**config.mk**
```make
export PLATFORM = sky130hd
export DESIGN_NAME = gpio_lite
export DESIGN_NICKNAME = d
export VERILOG_FILES = /design/src/rtl/gpio_pkg.sv /design/src/rtl/gpio_lite.sv /design/src/rtl/gpio_lite_subunit.sv /design/src/rtl/gpio_int_detect.sv
export SDC_FILE = /design/constraint.sdc
export NUM_CORES = 1
export LEC_CHECK = 0
export BUFFER_PORTS_ARGS = -buffer_cell sky130_fd_sc_hd__buf_4
export CORE_ASPECT_RATIO = 1.1
export CORE_MARGIN = 10
export CORE_UTILIZATION = 50
export DETAILED_ROUTE_END_ITERATION = 8
export PLACE_DENSITY_LB_ADDON = 0.2
export SETUP_SLACK_MARGIN = 0.05
export SLEW_MARGIN = 10
export SYNTH_ARGS = -nofsm -noshare
export SYNTH_HDL_FRONTEND = slang
export SYNTH_SLANG_ARGS = --single-unit
```
**constraint.sdc**
```tcl
create_clock -name pclk -period 1.8 [get_ports pclk]
set_input_delay 0.36 -clock pclk [delete_from_list [all_inputs] [get_ports pclk]]
set_output_delay 0.36 -clock pclk [all_outputs]
set_load 0.02 [all_outputs]
```
**src/rtl/gpio_pkg.sv**
```systemverilog
package gpio_pkg;

   // ----------------------------------------------------------------------
   // widths
   // ----------------------------------------------------------------------
   localparam int GPIO_WIDTH     = 16;   // pins on the port
   localparam int APB_ADDR_WIDTH = 6;    // byte address, 16 word slots
   localparam int APB_DATA_WIDTH = 32;

   typedef logic [GPIO_WIDTH-1:0]     gpio_word_t;   // one bit per pin
   typedef logic [APB_ADDR_WIDTH-1:0] apb_addr_t;
   typedef logic [APB_DATA_WIDTH-1:0] apb_data_t;

   // ----------------------------------------------------------------------
   // register map
   // ----------------------------------------------------------------------
   localparam apb_addr_t ADDR_OUT_VALUE    = 6'h00;  // rw, pin drive value
   localparam apb_addr_t ADDR_OUT_ENABLE   = 6'h04;  // rw, 1 = drive pin
   localparam apb_addr_t ADDR_PIN_VALUE    = 6'h08;  // ro, synced pins
   localparam apb_addr_t ADDR_INT_MASK     = 6'h0C;  // rw, 1 = irq allowed
   localparam apb_addr_t ADDR_INT_TYPE     = 6'h10;  // rw, 1 = edge, 0 = level
   localparam apb_addr_t ADDR_INT_POLARITY = 6'h14;  // rw, 1 = rise/high
   localparam apb_addr_t ADDR_INT_STATUS   = 6'h18;  // read status, write 1 clears

   // ----------------------------------------------------------------------
   // bundles
   // ----------------------------------------------------------------------

   // decoded apb access, top level to subunit
   typedef struct packed {
      logic       read;    // setup phase of a read
      logic       write;   // access phase of a write
      apb_addr_t  addr;
      gpio_word_t wdata;   // low half of pwdata
   } gpio_bus_req_t;

   // interrupt setup, subunit to detector
   typedef struct packed {
      gpio_word_t mask;       // pins allowed to raise status
      gpio_word_t edge_type;  // 1 edge, 0 level
      gpio_word_t polarity;   // 1 rising/high, 0 falling/low
   } gpio_int_cfg_t;

endpackage
```
**src/rtl/gpio_lite.sv**
```systemverilog
module gpio_lite #(
   parameter int SYNC_STAGES = 2                  // input synchronizer depth, 2 or 3
) (
   // apb side
   input  logic                  pclk,            // peripheral bus clock
   input  logic                  reset,           // sync, active high
   input  logic                  psel,            // peripheral select
   input  logic                  penable,         // second phase of transfer
   input  logic                  pwrite,          // 1 = write
   input  gpio_pkg::apb_addr_t   paddr,
   input  gpio_pkg::apb_data_t   pwdata,
   output gpio_pkg::apb_data_t   prdata,          // upper half always zero

   // pin side
   input  gpio_pkg::gpio_word_t  gpio_pin_in,      // raw pin levels, async
   input  gpio_pkg::gpio_word_t  tri_state_enable, // forces drivers off
   output logic                  gpio_int,         // any masked status bit
   output gpio_pkg::gpio_word_t  n_gpio_pin_oe,    // active low drive enable
   output gpio_pkg::gpio_word_t  gpio_pin_out
);
   import gpio_pkg::*;

   gpio_bus_req_t bus_req;        // decoded access for the subunit
   gpio_word_t    rdata;          // registered read word
   gpio_word_t    pin_interrupt;  // per pin, already masked

   // ----------------------------------------------------------------------
   // apb strobe decode
   // ----------------------------------------------------------------------

   // read fires in setup so rdata is ready for the access phase
   assign bus_req.read  = psel & ~penable & ~pwrite;
   assign bus_req.write = psel &  penable &  pwrite;  // commit at end of access
   assign bus_req.addr  = paddr;
   assign bus_req.wdata = pwdata[GPIO_WIDTH-1:0];     // upper bits unused

   // ----------------------------------------------------------------------
   // read data and interrupt line
   // ----------------------------------------------------------------------

   // pad read word out to the bus width
   assign prdata = {{(APB_DATA_WIDTH-GPIO_WIDTH){1'b0}}, rdata};

   assign gpio_int = |pin_interrupt;   // single line to the interrupt ctrl

   // ----------------------------------------------------------------------
   // register file and pin logic
   // ----------------------------------------------------------------------
   gpio_lite_subunit #(
      .SYNC_STAGES      (SYNC_STAGES)
   ) i_gpio_lite_subunit (
      .pclk             (pclk),
      .reset            (reset),
      .bus_req          (bus_req),
      .pin_in           (gpio_pin_in),
      .tri_state_enable (tri_state_enable),
      .rdata            (rdata),
      .interrupt        (pin_interrupt),
      .pin_oe_n         (n_gpio_pin_oe),
      .pin_out          (gpio_pin_out)
   );

endmodule

```
**src/rtl/gpio_lite_subunit.sv**
```systemverilog
module gpio_lite_subunit #(
   parameter int SYNC_STAGES = 2                  // handed on to the detector
) (
   input  logic                    pclk,
   input  logic                    reset,            // sync, active high
   input  gpio_pkg::gpio_bus_req_t bus_req,          // decoded apb strobes
   input  gpio_pkg::gpio_word_t    pin_in,           // raw pins
   input  gpio_pkg::gpio_word_t    tri_state_enable, // 1 = driver off
   output gpio_pkg::gpio_word_t    rdata,            // held until next read
   output gpio_pkg::gpio_word_t    interrupt,        // status & mask
   output gpio_pkg::gpio_word_t    pin_oe_n,
   output gpio_pkg::gpio_word_t    pin_out
);
   import gpio_pkg::*;

   // programmable registers
   gpio_word_t    out_value;
   gpio_word_t    out_enable;
   gpio_word_t    int_mask;
   gpio_word_t    int_type;       // 1 edge, 0 level
   gpio_word_t    int_polarity;

   // detector interface
   gpio_int_cfg_t int_cfg;
   gpio_word_t    status_clear;   // w1c bits, only on a status write
   gpio_word_t    pin_sync;
   gpio_word_t    int_status;

   gpio_word_t    read_word;      // mux output before the rdata flop

   // ----------------------------------------------------------------------
   // register writes
   // ----------------------------------------------------------------------
   always_ff @(posedge pclk)
   begin
      if (reset)
      begin
         out_value    <= '0;
         out_enable   <= '0;     // all pins tri-stated out of reset
         int_mask     <= '0;
         int_type     <= '0;
         int_polarity <= '0;
      end
      else if (bus_req.write)
      begin
         case (bus_req.addr)
            ADDR_OUT_VALUE:    out_value    <= bus_req.wdata;
            ADDR_OUT_ENABLE:   out_enable   <= bus_req.wdata;
            ADDR_INT_MASK:     int_mask     <= bus_req.wdata;
            ADDR_INT_TYPE:     int_type     <= bus_req.wdata;
            ADDR_INT_POLARITY: int_polarity <= bus_req.wdata;
            default:           ;          // pin value ro, status handled below
         endcase
      end
   end

   // status write goes to the detector as a clear mask
   assign status_clear = (bus_req.write && bus_req.addr == ADDR_INT_STATUS) ?
                         bus_req.wdata : '0;

   // ----------------------------------------------------------------------
   // read path
   // ----------------------------------------------------------------------
   always_comb
   begin
      case (bus_req.addr)
         ADDR_OUT_VALUE:    read_word = out_value;
         ADDR_OUT_ENABLE:   read_word = out_enable;
         ADDR_PIN_VALUE:    read_word = pin_sync;      // synced, not raw
         ADDR_INT_MASK:     read_word = int_mask;
         ADDR_INT_TYPE:     read_word = int_type;
         ADDR_INT_POLARITY: read_word = int_polarity;
         ADDR_INT_STATUS:   read_word = int_status;
         default:           read_word = '0;            // unmapped reads 0
      endcase
   end

   // captured at end of setup, valid through access
   always_ff @(posedge pclk)
   begin
      if (reset)
         rdata <= '0;
      else if (bus_req.read)
         rdata <= read_word;
   end

   // ----------------------------------------------------------------------
   // pin drive
   // ----------------------------------------------------------------------
   assign pin_out  = out_value;
   assign pin_oe_n = ~(out_enable & ~tri_state_enable);   // override wins

   // ----------------------------------------------------------------------
   // interrupt detect
   // ----------------------------------------------------------------------
   assign int_cfg.mask      = int_mask;
   assign int_cfg.edge_type = int_type;
   assign int_cfg.polarity  = int_polarity;

   gpio_int_detect #(
      .SYNC_STAGES  (SYNC_STAGES)
   ) i_gpio_int_detect (
      .pclk         (pclk),
      .reset        (reset),
      .pin_in       (pin_in),
      .int_cfg      (int_cfg),
      .status_clear (status_clear),
      .pin_sync     (pin_sync),
      .int_status   (int_status)
   );

   assign interrupt = int_status & int_mask;   // unmasking old status fires at once

endmodule

```
**src/rtl/gpio_int_detect.sv**
```systemverilog
module gpio_int_detect #(
   parameter int SYNC_STAGES = 2                  // flops before pin_sync, 2 or 3
) (
   input  logic                    pclk,
   input  logic                    reset,         // sync, active high
   input  gpio_pkg::gpio_word_t    pin_in,        // async pin levels
   input  gpio_pkg::gpio_int_cfg_t int_cfg,
   input  gpio_pkg::gpio_word_t    status_clear,  // 1 = clear that bit
   output gpio_pkg::gpio_word_t    pin_sync,      // pins in the pclk domain
   output gpio_pkg::gpio_word_t    int_status     // sticky per pin status
);
   import gpio_pkg::*;

   gpio_word_t sync_q [SYNC_STAGES];   // [0] samples the raw pins
   gpio_word_t pin_prev;               // pin_sync one cycle back
   gpio_word_t rise;
   gpio_word_t fall;
   gpio_word_t edge_event;
   gpio_word_t level_event;
   gpio_word_t int_event;

   // ----------------------------------------------------------------------
   // synchronizer
   // ----------------------------------------------------------------------
   always_ff @(posedge pclk)
   begin
      if (reset)
      begin
         for (int i = 0; i < SYNC_STAGES; i++)
            sync_q[i] <= '0;
         pin_prev <= '0;
      end
      else
      begin
         sync_q[0] <= pin_in;
         for (int i = 1; i < SYNC_STAGES; i++)
            sync_q[i] <= sync_q[i-1];   // shift toward the output
         pin_prev <= pin_sync;          // history for edge compare
      end
   end

   assign pin_sync = sync_q[SYNC_STAGES-1];

   // ----------------------------------------------------------------------
   // event detect
   // ----------------------------------------------------------------------
   assign rise = pin_sync & ~pin_prev;
   assign fall = ~pin_sync & pin_prev;

   // polarity picks the direction per pin
   assign edge_event  = (rise & int_cfg.polarity) | (fall & ~int_cfg.polarity);
   assign level_event = ~(pin_sync ^ int_cfg.polarity);   // pin at active level

   // only masked pins may set status
   assign int_event = int_cfg.mask &
                      ((edge_event & int_cfg.edge_type) |
                       (level_event & ~int_cfg.edge_type));

   // ----------------------------------------------------------------------
   // sticky status
   // ----------------------------------------------------------------------
   always_ff @(posedge pclk)
   begin
      if (reset)
         int_status <= '0;
      else
         int_status <= (int_status & ~status_clear) | int_event;   // set beats clear
   end

endmodule

```
==> qor.txt <==
failing checks -> setup timing
Clock power frac -> 0.450
num ports -> 140
number of synthesized flops with an enable pin -> 0
clock latency on the worst-skew pair -> 430 ps
Syn Std Cell Area -> 7100 sq um
cell area after layout -> 8930 sq um
Distinct cells, synth -> 37
routed via count -> 5967
Slowest cell on crit path -> dfxtp_2
FFs w/ async S/R, synth -> 0
largest net degree at the start of global routing -> 55
share of the synthesized area in the top cell type -> 0.451
Clock Skews -> 6.39 ps
max-cap violation count -> 0
Seq pwr share -> 0.487
CP Cell Sequence -> a22o_1 > a221oi_2 > nand4_1 > buf_6
delay-heaviest family, CP -> compound AO/OA/AOI/OAI gates
ANT cells -> 0
Data required, critical path -> 1440 ps
Yosys Warn Count -> 0
P per Cell Area -> 830 nW/um^2
Sw Ratio -> 0.232
GPL Wtd Cong -> 0.889
Sink Count -> 160
crit share post-route -> 1.12
global route overflow -> 0
Num CTS Buffers -> 17
critical path class -> flop to output port
Post-synth top cells -> dfxtp_1 (160), nand2_1 (129), a21oi_1 (80), nor2b_1 (49), mux2i_1 (48)
Peak supply drop -> 645 uV
Max Clock Freq -> 497 MHz
Die Span Y -> 145 microns
hold-fix buffers at CTS -> 0
count leader, synth -> dfxtp_1
crit path capture type -> output port
DR WL/cell -> 19.3 microns
P_int -> 5690 uW
sw power -> 1720 uW
CTS Buffer Depth -> 2
vias in the first global route -> 5827
Clock Root Buffer -> clkbuf_16
Post-route DRC -> 0
Die Footprint -> 19400 sq um
drt first pass iters -> 7
Worst-path clk slew -> 60 ps
CTS tree -> yes
Synth-to-Final Area Change -> 25.7%
ANT nets after route -> 0
ys flop type -> dfxtp_1
Syn Inst Count -> 758
CP Buf/Inv Count -> 1
GRT Total Usage -> 0.210
LEAKAGE -> 0.00371 uW
status -> finished, violations left
initial core utilization -> 0.513
DP Wirelength -> 14.4 mm
Final Max Slew Viols -> 0
Hold Worst Slack -> 140 ps
post-layout net count -> 948
sequential fraction of the synthesis area -> 0.451
RSZ-0062 raised after global routing -> yes
Gate power share -> 0.063
global-route wire length before repair -> 32.3 mm
Final min period -> 2010 ps
initial antenna violation count -> 0
Arr. time, crit path -> 1650 ps
Core ar. -> 13900 sq um
Port Buf Inserts -> 107
Cell Area, Placed -> 8350 sq um
CP max FO -> 2
fraction of final layout cells sized beyond drive strength 1 -> 0.260
final setup fails -> 1
Starting DRT DRC Count -> 577
vias per cell -> 5.56
H-tree depth -> 4
Yosys top cell by area -> dfxtp_1
Synth Area per Inst -> 9.37 sq um
Hold Path Class -> input port to flop
Die W -> 134 microns
delay of the slowest cell on the worst path -> 320 ps
startpoint types -> flop
Area contributors post-synth -> dfxtp_1 (45%), nand2_1 (6.8%), mux2i_1 (6.8%)
synthesis-stage register bit count -> 160
Hold Vio Cnt, Final -> 0
final worst slack -> -213 ps
row count -> 45
final WL -> 20.7 mm
-- registers in the layout (all words and copies together) (netlist names) --
| register | flops |
|---|---|
| i_gpio_lite_subunit.i_gpio_int_detect.sync_q | 32 |
| i_gpio_lite_subunit.i_gpio_int_detect.int_status | 16 |
| i_gpio_lite_subunit.i_gpio_int_detect.pin_prev | 16 |
| i_gpio_lite_subunit.int_mask | 16 |
| i_gpio_lite_subunit.int_polarity | 16 |
| i_gpio_lite_subunit.int_type | 16 |
| i_gpio_lite_subunit.out_enable | 16 |
| i_gpio_lite_subunit.pin_out | 16 |
| i_gpio_lite_subunit.rdata | 16 |
-- power by group through the flow --
stage	combinational, uW	clock (uW)	sequential, uW
after detailed placement	458	0	3690
after global routing	499	3560	3620
after floorplan	260	0	3680
final	465	3340	3610
after CTS	461	3370	3610
after global placement	452	0	3690
-- metrics by stage --
step           instances   util  worst slack (ps)  power [uW]  TNS, ps
2_1_floorplan        773      -              74.3        3940        0
3_3_place_gp        1041  0.603              -184        4140    -2240
3_5_place_dp        1041  0.603              -176        4150    -2090
4_1_cts             1073  0.644              -214        7450     -214
5_1_grt             1073  0.645              -257        7680     -257
6_report            1073  0.645              -213        7420     -213
-- cell usage in the layout, fill, tap and decap left out, drive strengths merged, types with 2 or more instances in the layout --
master / count
inv: 3
mux2i: 48
clkinvlp: 5
and2: 2
xnor2: 32
nor2b: 49
buf: 147
clkinv: 5
a21boi: 16
a22o: 4
nand2: 129
nand3: 5
and3: 5
mux2: 32
nand4: 2
conb: 16
nor2: 35
a222oi: 16
dfxtp: 160
o21ba: 16
nand2b: 16
clkbuf: 18
a221oi: 20
a21oi: 80
nor3: 16
nor4: 2
-- layout make-up --
cell class | instances | area (sq um)
inverters | 1 | 3.75
multi-input cells | 546 | 3610
clock buffers | 18 | 429
flip-flops and latches | 160 | 3200
fillers | 1130 | 4920
repair buffers | 147 | 1330
clock inverters | 13 | 114
well taps | 188 | 235
-- metal layers --
metal	wire, microns	up-vias	track usage
met5	0	-	0
met4	567	0	0.0828
met3	1790	48	0.0555
met2	9260	282	0.313
met1	9070	2810	0.281
li1	-	2827	-
-- cells by family (layout without fill, tap and decap cells) --
| logic type | after synthesis | in the layout | share of synthesized area |
|---|---|---|---|
| multiplexers | 80 | 80 | 0.118 |
| AND/OR/NAND/NOR | 265 | 265 | 0.180 |
| buffers and inverters | 67 | 179 | 0.0520 |
| flip-flops | 160 | 160 | 0.451 |
| other | 1 | 16 | 0.000528 |
| AO/OA/AOI/OAI | 153 | 153 | 0.159 |
| XOR/XNOR | 32 | 32 | 0.0395 |
-- worst paths after layout --
kind / startpoint / to / slack [ps] / depth (start not counted)
max: i_gpio_lite_subunit.int_mask[6] / gpio_int / -210 / 4
min: gpio_pin_in[4] / flop / 140 / 2
max reg2reg: flop / i_gpio_lite_subunit.rdata[6] / 450 / 3
min reg2reg: flop / flop / 430 / 1
-- repair_timing --
item,CTS,global route
gates resized for setup,5,1
gates cloned,0,0
setup endpoints to repair,1,1
pin swaps,2,2
buffers inserted,1,0
Power figures use the tool's default switching activity.
